### config.mk
export PLATFORM = sky130hd
export DESIGN_NAME = branchTargetBuffer
export DESIGN_NICKNAME = d
export VERILOG_FILES = /design/src/verilog/fetchPkg.sv /design/src/verilog/branchTargetBuffer.sv
export SDC_FILE = /design/constraint.sdc
export NUM_CORES = 2
export LEC_CHECK = 0
export BUFFER_PORTS_ARGS = -buffer_cell sky130_fd_sc_hd__buf_4
export CAP_MARGIN = 20
export CORE_UTILIZATION = 42
export DETAILED_ROUTE_END_ITERATION = 16
export GPL_TIMING_DRIVEN = 0
export PLACE_DENSITY = 0.56
export SLEW_MARGIN = 10
export SYNTH_ARGS = -nofsm -noshare
export SYNTH_HDL_FRONTEND = slang
export SYNTH_SLANG_ARGS = --single-unit
### constraint.sdc
create_clock -name clk -period 5.3 [get_ports clk]
set_clock_uncertainty 0.1 [all_clocks]
set_input_delay 1.06 -clock clk [delete_from_list [all_inputs] [get_ports clk]]
set_output_delay 1.06 -clock clk [all_outputs]
set_load 0.005 [all_outputs]
### src/verilog/fetchPkg.sv
// sizes and encodings shared by the fetch stage 1 front end
// all addresses are byte addresses; bundles and cache lines are 16 bytes and aligned
`default_nettype none

package fetchPkg;

  // basic widths
  localparam int PC_WIDTH = 32;
  localparam int INST_WIDTH = 32;
  localparam int FETCH_WIDTH = 4;
  localparam logic [PC_WIDTH-1:0] INST_BYTES = 4;
  // pc step when nothing in the bundle is taken
  localparam logic [PC_WIDTH-1:0] BUNDLE_BYTES = FETCH_WIDTH * INST_BYTES;
  // one bundle is also one cache line
  localparam int BUNDLE_WIDTH = FETCH_WIDTH * INST_WIDTH;

  // pc field positions: slot in bits 3:2, indexes start at bit 4
  localparam int SLOT_LSB = $clog2(INST_BYTES);
  localparam int SLOT_WIDTH = $clog2(FETCH_WIDTH);
  localparam int OFFSET_WIDTH = $clog2(BUNDLE_BYTES);

  // instruction cache
  localparam int ICACHE_LINES = 64;
  localparam int ICACHE_INDEX_WIDTH = $clog2(ICACHE_LINES);
  localparam int ICACHE_TAG_WIDTH = PC_WIDTH - ICACHE_INDEX_WIDTH - OFFSET_WIDTH;

  // branch target buffer, one bank per slot
  localparam int BTB_ENTRIES = 16;
  localparam int BTB_INDEX_WIDTH = $clog2(BTB_ENTRIES);
  localparam int BTB_TAG_WIDTH = PC_WIDTH - BTB_INDEX_WIDTH - OFFSET_WIDTH;

  // direction predictor, one bank per slot
  localparam int BP_ENTRIES = 64;
  localparam int BP_INDEX_WIDTH = $clog2(BP_ENTRIES);

  // return address stack
  localparam int RAS_DEPTH = 8;
  localparam int RAS_PTR_WIDTH = $clog2(RAS_DEPTH);

  // two-bit counter reset value and taken threshold
  localparam logic [1:0] CNT_WEAK_NT = 2'd1;
  localparam logic [1:0] CNT_TAKEN_MIN = 2'd2;

  // kind of control instruction held in the BTB
  typedef enum logic [1:0] {
    BR_RETURN = 2'd0,
    BR_CALL   = 2'd1,
    BR_JUMP   = 2'd2,
    BR_COND   = 2'd3
  } brType_e;

endpackage

`default_nettype wire

### src/verilog/branchTargetBuffer.sv
// four-bank BTB, bank n holds slot n of every bundle
// lookup is combinational from pc_i; the caller filters updates by type
`timescale 1ns/1ns
`default_nettype none

module branchTargetBuffer (
  input  logic                                   clk,
  input  logic                                   reset,
  input  logic [fetchPkg::PC_WIDTH-1:0]          pc_i,
  input  logic                                   updateEn_i,
  input  logic [fetchPkg::PC_WIDTH-1:0]          updatePC_i,
  input  fetchPkg::brType_e                      updateBrType_i,
  input  logic [fetchPkg::PC_WIDTH-1:0]          updateTargetAddr_i,
  output logic [fetchPkg::FETCH_WIDTH-1:0]       btbHit_o,
  output fetchPkg::brType_e [fetchPkg::FETCH_WIDTH-1:0] ctrlType_o,
  output logic [fetchPkg::FETCH_WIDTH-1:0][fetchPkg::PC_WIDTH-1:0] targetAddr_o
);

  // per-bank valid bits, cleared by reset
  logic [fetchPkg::BTB_ENTRIES-1:0] validBits [fetchPkg::FETCH_WIDTH];
  // payload arrays
  logic [fetchPkg::BTB_TAG_WIDTH-1:0] tagArray [fetchPkg::FETCH_WIDTH][fetchPkg::BTB_ENTRIES];
  fetchPkg::brType_e typeArray [fetchPkg::FETCH_WIDTH][fetchPkg::BTB_ENTRIES];
  logic [fetchPkg::PC_WIDTH-1:0] targetArray [fetchPkg::FETCH_WIDTH][fetchPkg::BTB_ENTRIES];

  logic [fetchPkg::BTB_INDEX_WIDTH-1:0] rdIndex;
  logic [fetchPkg::BTB_INDEX_WIDTH-1:0] wrIndex;
  logic [fetchPkg::BTB_TAG_WIDTH-1:0]   rdTag;
  logic [fetchPkg::BTB_TAG_WIDTH-1:0]   wrTag;
  logic [fetchPkg::SLOT_WIDTH-1:0]      wrSlot;

  // lookup fields of the fetch pc
  assign rdIndex = pc_i[fetchPkg::OFFSET_WIDTH +: fetchPkg::BTB_INDEX_WIDTH];
  assign rdTag   = pc_i[fetchPkg::PC_WIDTH-1 -: fetchPkg::BTB_TAG_WIDTH];
  // update fields, the slot picks the bank
  assign wrIndex = updatePC_i[fetchPkg::OFFSET_WIDTH +: fetchPkg::BTB_INDEX_WIDTH];
  assign wrTag   = updatePC_i[fetchPkg::PC_WIDTH-1 -: fetchPkg::BTB_TAG_WIDTH];
  assign wrSlot  = updatePC_i[fetchPkg::SLOT_LSB +: fetchPkg::SLOT_WIDTH];

  // all banks read at the same bundle index
  always_comb begin
    for (int s = 0; s < fetchPkg::FETCH_WIDTH; s++) begin
      btbHit_o[s]     = validBits[s][rdIndex] && (tagArray[s][rdIndex] == rdTag);
      ctrlType_o[s]   = typeArray[s][rdIndex];
      targetAddr_o[s] = targetArray[s][rdIndex];
    end
  end

  always_ff @(posedge clk) begin
    if (reset) begin
      for (int s = 0; s < fetchPkg::FETCH_WIDTH; s++) begin
        validBits[s] <= '0;
      end
    end else if (updateEn_i) begin
      validBits[wrSlot][wrIndex] <= 1'b1;
    end
  end

  // a new entry simply replaces whatever sat at that index
  always_ff @(posedge clk) begin
    if (updateEn_i) begin
      tagArray[wrSlot][wrIndex]    <= wrTag;
      typeArray[wrSlot][wrIndex]   <= updateBrType_i;
      targetArray[wrSlot][wrIndex] <= updateTargetAddr_i;
    end
  end

endmodule

`default_nettype wire

# ---- Word-level counts from Yosys, hierarchy flattened
# Memory sizes are Yosys's and may differ from the RTL's.
# Index checks and enable logic that the tools add are counted.
dict set report totals {
  ff_bits 0
  ramBits 3776
  input_bits 101
  out_inout_bits 140
  elab_cells 86
  mem_count 4
}
# name depth width read_ports rd_clocked_by_memory_dff wr line
set memory_table {}
lappend memory_table {targetArray 4 512 4 0 1 branchTargetBuffer.sv:24} ;# logic [fetchPkg::PC_WIDTH-1:0] targetArray [fetchPkg::FETCH_WIDTH][fetchPkg::BTB_ENTRIES];
lappend memory_table {tagArray 4 384 4 0 1 branchTargetBuffer.sv:22} ;# logic [fetchPkg::BTB_TAG_WIDTH-1:0] tagArray [fetchPkg::FETCH_WIDTH][fetchPkg::BTB_ENTRIES];
lappend memory_table {typeArray 4 32 4 0 1 branchTargetBuffer.sv:23} ;# fetchPkg::brType_e typeArray [fetchPkg::FETCH_WIDTH][fetchPkg::BTB_ENTRIES];
lappend memory_table {validBits 4 16 4 0 4 branchTargetBuffer.sv:20} ;# logic [fetchPkg::BTB_ENTRIES-1:0] validBits [fetchPkg::FETCH_WIDTH];
dict set report classes {
  order_cmp 6
  n_eq_ne 4
  mux 63
  bitwise_logic 2
  reduce_logical 7
}
# op n
set op_table {}
lappend op_table {{binary-select mux 32 bit (select 4 bit)} 4}
lappend op_table {{two-way mux 512 bit} 1}
lappend op_table {{binary-select mux 24 bit (select 4 bit)} 4}
lappend op_table {{two-way mux 384 bit} 1}
lappend op_table {{two-way mux 32 bit} 10}
lappend op_table {{two-way mux 24 bit} 9}
lappend op_table {{demux 32 bit (select 4 bit)} 1}
lappend op_table {{demux 24 bit (select 4 bit)} 1}
lappend op_table {{== test 24 bit} 4}
lappend op_table {{two-way mux 16 bit} 3}
lappend op_table {{binary-select mux 2 bit (select 4 bit)} 4}
lappend op_table {{two-way mux 2 bit} 10}
lappend op_table {{binary-select mux 1 bit (select 4 bit)} 4}
lappend op_table {{OR reduction 16 bit} 1}
lappend op_table {{greater-or-equal comparator 5 bit, second input constant} 2}
lappend op_table {{less-than comparator 4 x 5 -> 1 bit, second input constant} 2}
lappend op_table {{inverter 4 -> 5 bit} 2}
lappend op_table {{two-way mux 1 bit} 9}
lappend op_table {{demux 2 bit (select 4 bit)} 1}
lappend op_table {{logical AND 1 bit} 6}
lappend op_table {{less-than comparator 5 x 1 -> 1 bit, second input constant} 1}
lappend op_table {{demux 1 bit (select 4 bit)} 1}
lappend op_table {{greater-or-equal comparator 4 x 1 -> 1 bit, second input constant} 1}

# ---- Depth between registers and ports, before layout
dict set report depth {
  depth_word 7
  mapped_depth 13
  depth_no_buf 7
}

# ---- Worst setup path before layout
# No wires, ideal clock.
dict set report synth_timing {
  path_type {input -> register}
  from {in updatePC_i[2] (netlist name)}
  to {mem validBits[0][15] (netlist name) (enable)}
  setup_ns 0.302
  t_arrival_ns 4.532
  t_required_ns 4.898
  setup_slack_ns 0.366
  path_stages 5
  n_path_buf 2
  cell_sequence {clkbuf_1 or2_2 clkbuf_1 nor2_1 or2_2}
}
# element line
set synth_lines {}
lappend synth_lines {{start: declaration} branchTargetBuffer.sv:11} ;# input logic [fetchPkg::PC_WIDTH-1:0] updatePC_i,
lappend synth_lines {{end: declaration} branchTargetBuffer.sv:20}

# ---- Final worst setup path
dict set report layout_timing {
  from {in pc_i[4] (netlist name)}
  to {out btbHit_o[3] (netlist name)}
}
dict set report layout_between {
  elab_chain_len 6
  elab_cells_between_ends 8
  cone_classes {eq/ne: 1; mux: 5; bitwise: 1; reduce/logical: 1}
}
# element line
set layout_rtl {}
lappend layout_rtl {{start: declaration} branchTargetBuffer.sv:9} ;# input logic [fetchPkg::PC_WIDTH-1:0] pc_i,
lappend layout_rtl {{inverter 4 -> 5 bit (not written as such)} branchTargetBuffer.sv:43} ;# btbHit_o[s] = validBits[s][rdIndex] && (tagArray[s][rdIndex] == rdTag);
lappend layout_rtl {{binary-select mux 24 bit (select 4 bit)} branchTargetBuffer.sv:43}
lappend layout_rtl {{two-way mux 24 bit (not written as such) (2 in a row)} branchTargetBuffer.sv:43}
lappend layout_rtl {{== test 24 bit} branchTargetBuffer.sv:43}
lappend layout_rtl {{logical AND 1 bit (*)} branchTargetBuffer.sv:43}
lappend layout_rtl {{end: declaration} branchTargetBuffer.sv:14} ;# output logic [fetchPkg::FETCH_WIDTH-1:0] btbHit_o,
# Every way passes the cells marked *; elsewhere a longest branch is shown, timed or not. The select of a mux whose other input is x is not followed.

==> impl_metrics.toml <==
[outcome]
outcome = "finished, violations left"
violations = "setup timing"

[timing]
slew_violations = 0
setup_viol = 11
grt_setup_unrepaired = "true"
worst_pin_slew_ns = 1.25
period_share = 1.06
fin_crit_ns = 5.59
hold_viol = 0
slew-limit-headroom = 0.165
fmax_ghz = 0.179
setup_ws_ns = -0.295

[cells_and_area]
regArea_mm2 = 0.113
drive_gt1_frac = 0.374
multiInputGateArea_mm2 = 0.0304
postLayoutCoreUtil = 0.508
areaGrowthSynthToFinish_pct = 20.0
nets = 6951
fillers = 26514
fin_area_mm2 = 0.173

[critical_path]
crit_path_max_fanout = 8
crit_arrival_ns = 4.43
critPathKind = "in -> out"
worstSetupStartpointType = "input port"
worstSetupEndpointType = "output pin"
crit_required_ns = 4.14

[logic_synthesis]
synth-seq-cells = 3776
synth-seq-area-share = 0.785
synthCells = 5880
synth.cell_area_mm2 = 0.144
async_flop_share = 0
synth_nets = 5981
synth_area_per_cell_um2 = 24.6
synth.distinct_cells = 53
synth_warnings = 0
synth_edf_count = 3776
synth_flop_cell = "edfxtp_1"

[drt]
ant_nets = 0
vias = 72337
wire_per_inst_um = 39.0
drc = 0
drt-total-wl_um = 457000
drt_first_pass_iters = 6
drtIter0Drc = 10552
routed_via_density = 6.18

[floorplanning]
start_util = 0.424
rows = 214
die_area_mm2 = 0.346
die_h_um = 588
die_w_um = 588
pin_count = 241
coreArea_mm2 = 0.341

[clock_tree]
cts_tree = "done"
cts-htree-levels = 5
clkTransAtPathRegs_ns = 0.07
cts_made_buffers = 398
cts_root_buffer = "clkbuf_16"
max-clock-path-buffers = 4
cts_hold_buf = 0
cts_sinks = 3776

[grt]
overflow = 0
grt_first_pass_wirelength_um = 613000
antenna_found_initial = 42
grt_max_degree = 65
grt_pass1_vias = 71145
grt_usage = 0.262

[placement]
hpwl_um = 299000
placed_cell_area_mm2 = 0.158
pre_cts_ws_ns = -2.26
place_congestion = 0.853
numPortBuffers = 213

[power]
ir_drop_uv = 285
power_density_mw_per_mm2 = 370
p_leak_nw = 54.5

[flow_run]
max_cap_viol_count = 0

[min_path]
hp-class = "in -> reg"
## cells in the final DEF (no fill, tap or decap), types with 54 or more instances in the layout
| master | count |
|---|---|
| nor2_1 | 54 |
| clkbuf_16 | 405 |
| clkbuf_1 | 122 |
| buf_12 | 236 |
| edfxtp_1 | 3776 |
| xnor2_1 | 61 |
| nor2_4 | 66 |
| clkbuf_2 | 56 |
| clkinv_2 | 63 |
| mux4_2 | 1096 |
| buf_16 | 76 |
| buf_4 | 311 |
| mux2i_1 | 86 |
| clkinv_1 | 101 |
## metal layers
layer	wire length, um	up-vias	part of all wire	global-route usage
met5	123	-	0.00027	0
met4	14800	20	0.032	0.0779
met3	45900	754	0.10	0.0511
met2	217000	4298	0.47	0.417
met1	179000	39861	0.39	0.367
li1	-	27404	-	-
## registers in the layout, summed over array words and instances (netlist names)
signal and count:
targetArray 2048, tagArray 1536, validBits 64, typeArray 128
## Yosys cell counts, types with 14 or more instances
cell,number,area share
a211oi_1,29,0.0015
a21oi_1,39,0.0014
and2_1,19,0.00082
buf_1,30,0.00078
buf_2,104,0.0036
buf_4,31,0.0016
buf_6,14,0.0011
clkbuf_1,136,0.0035
edfxtp_1,3776,0.79
mux2i_1,112,0.0078
mux4_2,1096,0.17
nand2_1,37,0.00096
nor2_1,122,0.0032
nor2b_1,15,0.00065
o21bai_1,14,0.00073
or2_2,52,0.0023
xnor2_1,69,0.0042
xor2_1,39,0.0024
## metrics by stage
stage	instances	setup TNS [ns]	hold WS [ns]	power, mW
2_1_floorplan	5880	0	1.06	35.5
3_3_place_gp	10629	-	1.44	37.3
3_5_place_dp	10909	-220.49	1.45	37.5
4_1_cts	11654	-0.446	0.438	64.4
5_1_grt	11706	-0.974	0.492	65.7
6_report	11712	-0.946	0.494	64.2
## logic make-up after synthesis
family                 after synthesis  share of synthesized area
XOR/XNOR                           108                    0.00655
buffers and inverters              328                     0.0114
multiplexers                      1213                      0.179
AND/OR/NAND/NOR                    301                     0.0103
flip-flops                        3776                      0.785
AO/OA/AOI/OAI                      154                    0.00756
## worst paths after layout
check	slack (ns)	from	to	cells after the start
max	-0.29	pc_i[4]	btbHit_o[3]	10
min	0.49	updatePC_i[3]	validBits[2][14]$_SDFFCE_PN0P_	3
## worst max-delay path: stages
cell       delay, ns
buf_8           0.10
buf_12          0.15
buf_16          0.18
buf_16          0.16
mux4_2          0.51
mux4_2          0.57
xnor2_2         0.21
nand4_1         0.42
a2111oi_4       0.81
buf_4           0.23
## where the power goes
part	switching, mW	internal (mW)
clock	11.6	15.4
sequential	0.0505	33.1
combinational	2.39	1.56
## area by class of cell
cell class,count,share of cell area
Sequential cell,3776,0.654
Multi-Input combinational cell,1776,0.176
Clock buffer,486,0.0599
Timing Repair Buffer,570,0.0482
Tap cell,4536,0.0328
Buffer,319,0.0170
Clock inverter,232,0.0119
Inverter,9,0.000209
Antenna cell,8,0.000116
## repair_timing
item | 4_1_cts | 5_1_grt
resized for setup | 485 | 77
setup buffers | 26 | 43
cloned | 1 | 3
endpoints found under the setup margin | 140 | 32
pin swaps | 21 | 14
(Power assumes the default switching activity.)
