[src/verilog/fetchPkg.sv]
// sizes and encodings shared by the fetch stage 1 front end
// all addresses are byte addresses; bundles and cache lines are 16 bytes and aligned
`default_nettype none

package fetchPkg;

  // basic widths
  localparam int PC_WIDTH = 32;
  localparam int INST_WIDTH = 32;
  localparam int FETCH_WIDTH = 4;
  localparam logic [PC_WIDTH-1:0] INST_BYTES = 4;
  // pc step when nothing in the bundle is taken
  localparam logic [PC_WIDTH-1:0] BUNDLE_BYTES = FETCH_WIDTH * INST_BYTES;
  // one bundle is also one cache line
  localparam int BUNDLE_WIDTH = FETCH_WIDTH * INST_WIDTH;

  // pc field positions: slot in bits 3:2, indexes start at bit 4
  localparam int SLOT_LSB = $clog2(INST_BYTES);
  localparam int SLOT_WIDTH = $clog2(FETCH_WIDTH);
  localparam int OFFSET_WIDTH = $clog2(BUNDLE_BYTES);

  // instruction cache
  localparam int ICACHE_LINES = 64;
  localparam int ICACHE_INDEX_WIDTH = $clog2(ICACHE_LINES);
  localparam int ICACHE_TAG_WIDTH = PC_WIDTH - ICACHE_INDEX_WIDTH - OFFSET_WIDTH;

  // branch target buffer, one bank per slot
  localparam int BTB_ENTRIES = 16;
  localparam int BTB_INDEX_WIDTH = $clog2(BTB_ENTRIES);
  localparam int BTB_TAG_WIDTH = PC_WIDTH - BTB_INDEX_WIDTH - OFFSET_WIDTH;

  // direction predictor, one bank per slot
  localparam int BP_ENTRIES = 64;
  localparam int BP_INDEX_WIDTH = $clog2(BP_ENTRIES);

  // return address stack
  localparam int RAS_DEPTH = 8;
  localparam int RAS_PTR_WIDTH = $clog2(RAS_DEPTH);

  // two-bit counter reset value and taken threshold
  localparam logic [1:0] CNT_WEAK_NT = 2'd1;
  localparam logic [1:0] CNT_TAKEN_MIN = 2'd2;

  // kind of control instruction held in the BTB
  typedef enum logic [1:0] {
    BR_RETURN = 2'd0,
    BR_CALL   = 2'd1,
    BR_JUMP   = 2'd2,
    BR_COND   = 2'd3
  } brType_e;

endpackage

`default_nettype wire

[src/verilog/branchPredictor.sv]
// four banks of two-bit saturating counters, no history
// updates are expected only for conditional branches
`timescale 1ns/1ns
`default_nettype none

module branchPredictor (
  input  logic                             clk,
  input  logic                             reset,
  input  logic [fetchPkg::PC_WIDTH-1:0]    pc_i,
  input  logic                             updateEn_i,
  input  logic [fetchPkg::PC_WIDTH-1:0]    updatePC_i,
  input  logic                             updateDir_i,
  output logic [fetchPkg::FETCH_WIDTH-1:0] prediction_o
);

  logic [1:0] counter [fetchPkg::FETCH_WIDTH][fetchPkg::BP_ENTRIES];

  logic [fetchPkg::BP_INDEX_WIDTH-1:0] rdIndex;
  logic [fetchPkg::BP_INDEX_WIDTH-1:0] wrIndex;
  logic [fetchPkg::SLOT_WIDTH-1:0]     wrSlot;
  logic [1:0]                          curCount;

  assign rdIndex  = pc_i[fetchPkg::OFFSET_WIDTH +: fetchPkg::BP_INDEX_WIDTH];
  assign wrIndex  = updatePC_i[fetchPkg::OFFSET_WIDTH +: fetchPkg::BP_INDEX_WIDTH];
  assign wrSlot   = updatePC_i[fetchPkg::SLOT_LSB +: fetchPkg::SLOT_WIDTH];
  // counter being trained this cycle
  assign curCount = counter[wrSlot][wrIndex];

  // upper half of the counter range predicts taken
  always_comb begin
    for (int s = 0; s < fetchPkg::FETCH_WIDTH; s++) begin
      prediction_o[s] = counter[s][rdIndex] >= fetchPkg::CNT_TAKEN_MIN;
    end
  end

  always_ff @(posedge clk) begin
    if (reset) begin
      for (int s = 0; s < fetchPkg::FETCH_WIDTH; s++) begin
        for (int e = 0; e < fetchPkg::BP_ENTRIES; e++) begin
          counter[s][e] <= fetchPkg::CNT_WEAK_NT;
        end
      end
    end else if (updateEn_i) begin
      // saturate at 3 and at 0
      if (updateDir_i && (curCount != 2'd3)) begin
        counter[wrSlot][wrIndex] <= curCount + 2'd1;
      end else if (!updateDir_i && (curCount != 2'd0)) begin
        counter[wrSlot][wrIndex] <= curCount - 2'd1;
      end
    end
  end

endmodule

`default_nettype wire

[config.mk]
export PLATFORM = sky130hd
export DESIGN_NAME = branchPredictor
export DESIGN_NICKNAME = d
export VERILOG_FILES = /design/src/verilog/fetchPkg.sv /design/src/verilog/branchPredictor.sv
export SDC_FILE = /design/constraint.sdc
export NUM_CORES = 1
export LEC_CHECK = 0
export BUFFER_PORTS_ARGS = -buffer_cell sky130_fd_sc_hd__clkbuf_2
export CAP_MARGIN = 20
export CELL_PAD_IN_SITES_DETAIL_PLACEMENT = 0
export CELL_PAD_IN_SITES_GLOBAL_PLACEMENT = 1
export CORE_AREA = 2 2 331 333
export CTS_BUF_LIST = sky130_fd_sc_hd__clkbuf_8
export CTS_CLUSTER_DIAMETER = 60
export DETAILED_ROUTE_END_ITERATION = 12
export DIE_AREA = 0 0 333 335
export PLACE_DENSITY = 0.47
export SYNTH_ARGS = -nofsm -noshare
export SYNTH_HDL_FRONTEND = slang
export SYNTH_SLANG_ARGS = --single-unit
[constraint.sdc]
create_clock -name clk -period 7.6 [get_ports clk]
set_input_delay 1.52 -clock clk [delete_from_list [all_inputs] [get_ports clk]]
set_output_delay 1.52 -clock clk [all_outputs]
set_load 0.005 [all_outputs]
### After elaboration in Yosys (flattened, before gate mapping)

Memory sizes are Yosys's and may differ from the RTL's.
Cells that the tools add are included.

* div/mod/pow operators: 0
* order comparisons: 7
* equality and inequality tests: 1
* multiplexer cells: 159
* bitwise gates (word level): 130
* reduce and logical (&&, ||, !) cells: 6
* add/subtract/negate cells: 2
* shift operators: 0
* $mul: 0

Operators by type and width (number)
* $mux W128: 4
* $mux W1: 137
* $or A1 B1 Y1: 128
* $reduce_or A128 Y1: 1
* $bmux W2 S6: 5
* $mux W2: 12
* $ge A7 B7 Y1 const B: 2
* $not A6 Y7: 2
* $demux W2 S6: 1
* $ge A2 B2 Y1 const B: 4
* $lt A7 B1 Y1 const B: 1
* $logic_and A1 B1 Y1: 3
* $add A2 B1 Y2 const B: 1
* $ne A2 B2 Y1 const B: 1
* $reduce_bool A2 Y1: 1
* $sub A2 B1 Y2 const B: 1
* $logic_not A1 Y1: 1

* output and inout port bits: 4
* memories kept: 1
* flip-flop bits (word level): 0
* latch bits: 0
* RAM bits: 512
* logic and storage cells: 306
* input port bits: 68
* ROM bits: 0

Memories
* counter: words 4, bits a word 128, rd ports 5, clocked after Yosys merged registers in 0, write ports 4, RTL line branchPredictor.sv:16 `logic [1:0] counter [fetchPkg::FETCH_WIDTH][fetchPkg::BP_ENTRIES];`

### Logic depth before layout (Yosys ltp)

Gate-level depths: netlist of the first run.

* depth after elaboration: 14
* gate-level depth with buffers: 22
* depth with buffers taken out: 13

### Worst setup path before layout of the first run

No wires, ideal clock.

* path type: input to register
* start point: input updatePC_i[3] (netlist name)
* end point: memory counter[3][76] (netlist name) (enable)
* data arrival time: 5.438 ns
* path buffers: 7
* stages on the path: 19
* setup time: 0.291 ns
* slack: 1.871 ns
* cells stage by stage: buf_4 -> buf_2 -> buf_2 -> buf_2 -> mux4_1 -> mux2_2 -> a22oi_1 -> a31oi_1 -> a2111oi_4 -> nand4_1 -> ha_1 -> mux2i_1 -> and2_1 -> clkbuf_1 -> clkbuf_1 -> nand2_1 -> clkbuf_1 -> nor3_1 -> or2_2

RTL lines
* start: declaration: RTL line branchPredictor.sv:11 `input logic [fetchPkg::PC_WIDTH-1:0] updatePC_i,`
* end: declaration: RTL line branchPredictor.sv:16

==> impl_metrics.csv, run 1 <==
group,metric,value,unit
clock_tree,htreeDepth,3,
clock_tree,cts_buffer_depth,3,
detailed_routing,drcViolationCount,0,
setup_path,worstRegToRegCells,12,
detailed_routing,wl,114700,um
timing,layout_min_cycle_time,6.304,ns
clock_tree,root_buffer,"clkbuf_8",
floorplanning,fp-row-count,121,
min_path,min_path_cells,2,
finish,nets,2357,
synthesis,yosys_warnings,0,
pwr,leakage,0.01007,uW
floorplanning,io_pins,72,
floorplanning,die_h,335,um
pwr,ir_drop,0.0001196,V
finish,reg_top3,"counter (512)",
clock_tree,tritoncts,"built",
floorplanning,start_util,26.79,%
placement,routabilityCongestion,0.8392,
floorplanning,dieArea,0.1116,sq mm
clock_tree,clock-sinks,512,
setup_path,worstSetupPathType,"input pin to flip-flop",
synthesis,syn_avg_cell_area,12.35,sq um
timing,fin_crit_sh,82.95,%
global_route,track_usage,20.36,%
synthesis,synth_area,0.02896,sq mm
timing,relSlewSlack,2.430,%
pwr,p_clk_share,38.6,%
setup_path,reg2reg_from,"counter[2][61]$_SDFFCE_PN0P_",
floorplanning,coreArea,0.1081,sq mm
finish,layout-area-overhead-vs-synth,11.58,%
setup_path,r2r-end,"counter[2][75]$_SDFFCE_PN0P_",
clock_tree,cts_buffers,100,
synthesis,syn-num-nets,2415,
timing,rsz0062_at_grt,"false",
synthesis,synth_flop_cell,"edfxtp_1",
timing,max_freq,158.6,MHz
floorplanning,die_w,333,um
finish,final_cells,3779,
clock_tree,post_cts_resized,0,
synthesis,yosysSeqAreaShare,53.10,%
setup_path,worstPathRequired,8.04,ns
pwr,switchingPower,1957,uW
detailed_routing,wl_per_cell,30.35,um
timing,final.setup_skew,0.04856,ns
detailed_routing,antenna_left,0,
finish,largest_register_ffs,512,
finish,layout_commonest_cell,"edfxtp_1",
timing,holdWs,1.574,ns
pwr,p_seq_share,48.1,%
timing,setup_tns,0,ns
timing,tightest_slew,1.464,ns
finish,top_register,"counter",
pwr,p_int,4680,uW
synthesis,ys_ff_latch,512,
finish,layout_common_cells,"edfxtp_1, nor2_1, or2_2, o31ai_1, nor3_1",
timing,slew_viol_final,0,
global_route,grt_overflow,0,
run,maxCapViolCount,0,
pwr,p_per_area,205.4,mW/mm^2
synthesis,synth-edff-count,512,
placement,dp_hpwl,74130,um
placement,port_buffers,21,
setup_path,reg2reg_setup_slack,2.62,ns
min_path,hold_class,"input pin to flip-flop",
clock_tree,clk-insertion-delay-late,0.77,ns
detailed_routing,dr.pass1.iters,5,
timing,timing.final.hold_violations,0,
global_route,grt_pass1_vias,21420,
pwr,swShare,29.49,%
setup_path,cp_max_fo,48,
min_path,hold_path_end,"counter[0][88]$_SDFFCE_PN1P_",
status,status,"finished, final reports clean",
synthesis,yosysUniqueCellTypes,62,
pwr,pwr-share-comb,13.3,%
global_route,grt_pass1_wl,163500,um
global_route,grt_antenna_before_repair,7,
clock_tree,path_clk_slew,0.06,ns
setup_path,critPathLaunchType,"input pin",
detailed_routing,vias,21020,
setup_path,cp-end-kind,"flip-flop",
synthesis,async_reset_ff_share,0,%
timing,setup_viol_count_final,0,
finish,drive_above_1_share,29.07,%
placement,placedCellCount,3597,
min_path,min_from,"reset",
detailed_routing,vias_per_cell,5.561,
clock_tree,postCtsSetupRepairBufs,0,
synthesis,netlist_instances,2345,
global_route,grt_max_degree,205,
clock_tree,ctsHoldBuffers,0,
setup_path,cp_data_arrival_time,6.74,ns
detailed_routing,first_iter_violations,2304,
-- worst max-delay path by stage --
stage / from / endpoint / slack, ns / cells after the start
after detailed placement: updatePC_i[2] / counter[2][75]$_SDFFCE_PN0P_ / 0.57 / 14
after global placement: updatePC_i[2] / counter[2][75]$_SDFFCE_PN0P_ / 0.59 / 14
final: updatePC_i[2] / counter[2][75]$_SDFFCE_PN0P_ / 1.30 / 14
after floorplan: updatePC_i[3] / counter[3][76]$_SDFFCE_PN1P_ / 1.87 / 19
after global routing: updatePC_i[2] / counter[2][107]$_SDFFCE_PN0P_ / 1.06 / 14
after CTS: updatePC_i[2] / counter[2][75]$_SDFFCE_PN0P_ / 1.39 / 14
-- through the flow --
stage	utilization, %	total power (uW)	setup WS [ns]	instance area [sq um]
2_1_floorplan	-	3748	1.871	28960
3_3_place_gp	28.22	4114	0.5881	30500
3_5_place_dp	28.22	4120	0.5720	30500
4_1_cts	29.83	6692	1.388	32250
5_1_grt	29.89	6846	1.062	32310
6_report	29.89	6637	1.296	32310
-- critical path, cell delays in order --
cell and delay [ns]:
buf_6 0.50, buf_4 0.40, mux4_2 0.53, mux2i_1 0.44
o221ai_1 0.27, nor2_1 0.23, o32ai_4 0.13, or3_1 0.40
ha_1 0.20, mux2i_1 0.16, and2_1 0.55, nand2_1 0.65
nor3_1 0.44, or2_2 0.19
-- cells in the mapped netlist, types with 2 or more instances --
master     instances  area share [%]
buf_6              4            0.16
buf_12             2            0.14
o31ai_1          255             6.6
o2bb2ai_1          2           0.061
mux2i_1           48             1.7
a21o_1             2           0.052
nand3_1           28            0.48
mux2_2            17            0.66
nand3b_1           2           0.052
a32oi_1            4            0.12
edfxtp_1         512              53
mux4_1            25             2.3
nor3b_1            3           0.078
or2_2            258             5.6
clkbuf_1         142             1.8
a22oi_1           17            0.44
mux4_2           163              13
nand2b_1           9            0.19
buf_2            102             1.8
nor3_1           207             3.6
nand2_1           78             1.0
o21ai_0            6            0.10
a22o_1             5            0.15
xor2_1             2           0.061
and3_1             6            0.13
buf_1             17            0.22
a221oi_1           5            0.15
a2111oi_0          2           0.061
a311oi_1           2           0.061
a21oi_1           15            0.26
or3_1              4           0.086
and2_1             7            0.15
a31oi_1            5            0.11
nor2b_1           11            0.24
a211oi_1           6            0.16
o22ai_1            4           0.086
nand4_1            9            0.19
buf_4              6            0.16
nor2_1           328             4.3
ha_1               2           0.086
and3b_1            2           0.061
-- power by group through the flow --
stage | Sequential, uW | Combinational, uW | Clock, uW
after floorplan | 3220 | 525 | 0
after global placement | 3250 | 868 | 0
after detailed placement | 3250 | 873 | 0
after CTS | 3190 | 875 | 2630
after global routing | 3190 | 916 | 2740
final | 3190 | 882 | 2560
-- area by class of cell --
type | count | area (sq um)
antenna | 2 | 5.005
multi-input combinational | 1556 | 12430
inverter | 2 | 7.507
clock inverter | 78 | 369.1
clock buffer | 100 | 1376
fill | 11050 | 75790
timing repair buffer | 115 | 977.2
tap | 1414 | 1769
sequential | 512 | 15370
-- cells by family after synthesis --
logic type,Yosys count,share of synthesized area [%]
buffers and inverters,277,4.369
adder cells (fa/ha/maj),2,0.08641
AND/OR/NAND/NOR,955,16.17
XOR/XNOR,2,0.06051
multiplexers,253,17.27
flip-flops,512,53.10
AO/OA/AOI/OAI,344,8.949
-- metal layers --
layer	up-vias	track usage [%]	wire, um
met5	-	0	54
met4	8	7.259	3892
met3	207	3.285	6850
met2	861	32.62	53380
met1	10990	27.84	50520
li1	8948	-	-
(Power assumes the default switching activity.)
==> run 2: changes to the inputs <==
clock period = 5.9 ns   (was 7.6 ns; I/O delays follow)
==> impl_metrics.csv, run 2 (same netlist as run 1, synthesis figures left out) <==
group,metric,value,unit
global_route,grt_pass1_vias,21640,
global_route,track_usage,20.72,%
timing,timing.final.hold_violations,0,
finish,seqCellArea,0.01537,sq mm
floorplanning,dieArea,0.1116,sq mm
setup_path,reg2reg_from,"counter[3][45]$_SDFFCE_PN0P_",
finish,final_cell_area,0.03307,sq mm
clock_tree,cts_buffers,101,
detailed_routing,drcViolationCount,0,
finish,layout_commonest_cell,"edfxtp_1",
timing,holdWs,1.162,ns
finish,layout_common_cells,"edfxtp_1, nor2_1, or2_2, o31ai_1, nor3_1",
finish,nets,2415,
placement,pre_cts_slack,0.06391,ns
finish,nFillCells,10960,
setup_path,cp-end-kind,"flip-flop",
setup_path,critPathLaunchType,"input pin",
finish,layout-area-overhead-vs-synth,14.20,%
timing,setup_ws,0.6707,ns
clock_tree,clock-sinks,512,
finish,drive_above_1_share,31.38,%
status,status,"finished, final reports clean",
timing,rsz0062_at_grt,"false",
pwr,p_total,8817,uW
min_path,hold_path_end,"counter[0][6]$_SDFFCE_PN1P_",
placement,port_buffers,21,
timing,tightest_slew,1.320,ns
timing,layout_min_cycle_time,5.229,ns
timing,slew_viol_final,0,
global_route,grt_max_degree,192,
timing,relSlewSlack,11.98,%
finish,multiInputGateArea,0.01243,sq mm
setup_path,cp_data_arrival_time,5.68,ns
detailed_routing,first_iter_violations,1843,
setup_path,path_buf_inv,5,
run,maxCapViolCount,0,
placement,placedInstanceArea,0.03117,sq mm
clock_tree,ctsHoldBuffers,0,
setup_path,crit_path_frequent_cell,"buf_4",
setup_path,critPathMaxStageDelay,0.55,ns
setup_path,r2r-end,"counter[0][75]$_SDFFCE_PN0P_",
clock_tree,cts_buffer_depth,3,
detailed_routing,antenna_left,0,
timing,setup_viol_count_final,0,
placement,dp_hpwl,76330,um
detailed_routing,wl,116100,um
setup_path,crit_chain,"buf_6, buf_12, buf_4, mux4_1, a22o_1, a221oi_1, o32ai_1, a2111oi_4, nand4_1, ha_1, mux2i_1, and2_1, buf_4, nand2_1, buf_4, nor3_1, or2_2",
pwr,ir_drop,0.0001428,V
floorplanning,die_h,335,um
clock_tree,path_clk_slew,0.06,ns
timing,final.setup_skew,0.05183,ns
min_path,min_from,"reset",
global_route,grt_antenna_before_repair,6,
global_route,grt_overflow,0,
timing,fin_crit_sh,88.63,%
clock_tree,post_cts_resized,0,
clock_tree,htreeDepth,3,
global_route,grt_pass1_wl,166300,um
setup_path,slowest_stage,"mux4_1",
finish,reg_top3,"counter (512)",
floorplanning,coreArea,0.1081,sq mm
floorplanning,fp-row-count,121,
min_path,min_path_cells,2,
clock_tree,postCtsSetupRepairBufs,0,
placement,routabilityCongestion,0.8566,
clock_tree,root_buffer,"clkbuf_8",
floorplanning,start_util,26.79,%
setup_path,cp_max_fo,12,
timing,setup_tns,0,ns
setup_path,cpLargestDelayFamily,"compound AO/OA/AOI/OAI gates",
min_path,hold_class,"input pin to flip-flop",
clock_tree,clk-insertion-delay-late,0.76,ns
finish,top_register,"counter",
setup_path,worstRegToRegCells,14,
finish,largest_register_ffs,512,
detailed_routing,dr.pass1.iters,5,
floorplanning,io_pins,72,
clock_tree,tritoncts,"built",
detailed_routing,wl_per_cell,30.22,um
floorplanning,die_w,333,um
setup_path,worstSetupPathType,"input pin to flip-flop",
setup_path,worstPathRequired,6.35,ns
timing,max_freq,191.2,MHz
setup_path,reg2reg_setup_slack,1.38,ns
detailed_routing,vias,21300,
detailed_routing,vias_per_cell,5.544,
pwr,leakage,0.01047,uW
pwr,p_per_area,266.6,mW/mm^2
-- run 2: cell count changes in the layout (fill, tap and decap cells not counted), sizes merged --
cell	before	now
clkinv	38	47
inv	40	29
diode	2	1
bufinv	1	4
buf	99	156
clkinvlp	1	5
clkbuf	116	119
-- run 2: final cells by class --
type | count | area share, %
clock inverters | 83 | 1.445
well taps | 1414 | 5.350
multi-input cells | 1556 | 37.58
inverters | 2 | 0.02270
flip-flops and latches | 512 | 46.49
clock buffers | 103 | 4.287
diodes | 1 | 0.007567
repair buffers | 172 | 4.809
-- run 2: where the power goes --
| group | leakage [uW] | switching, uW | internal, uW |
|---|---|---|---|
| Sequential | 0.00442 | 48.0 | 4060 |
| Combinational | 0.00499 | 801 | 377 |
| Clock | 0.00106 | 1730 | 1800 |
-- run 2: how the worst max path moves through the flow --
stage	cells past startpoint	from	end
floorplan	19	updatePC_i[3]	counter[3][76]$_SDFFCE_PN1P_
global placement	17	updatePC_i[2]	counter[0][75]$_SDFFCE_PN0P_
detailed placement	17	updatePC_i[2]	counter[0][75]$_SDFFCE_PN0P_
CTS	6	pc_i[4]	prediction_o[2]
global route	17	updatePC_i[2]	counter[0][75]$_SDFFCE_PN0P_
finish	17	updatePC_i[2]	counter[0][75]$_SDFFCE_PN0P_
-- run 2: layer usage --
| metal | GRT usage [%] | vias to the layer above | share of wire (%) |
|---|---|---|---|
| li1 | - | 9081 | - |
| met1 | 27.71 | 11240 | 43 |
| met2 | 34.52 | 828 | 48 |
| met3 | 3.499 | 150 | 6.4 |
| met4 | 5.892 | 8 | 2.5 |
| met5 | 0 | - | 0.047 |
-- run 2: per-stage QoR --
step | utilization [%] | cells
finish | 30.59 | 3843
global route | 30.59 | 3843
CTS | 30.59 | 3842
detailed placement | 28.84 | 3656
global placement | 28.84 | 3656
floorplan | - | 2345
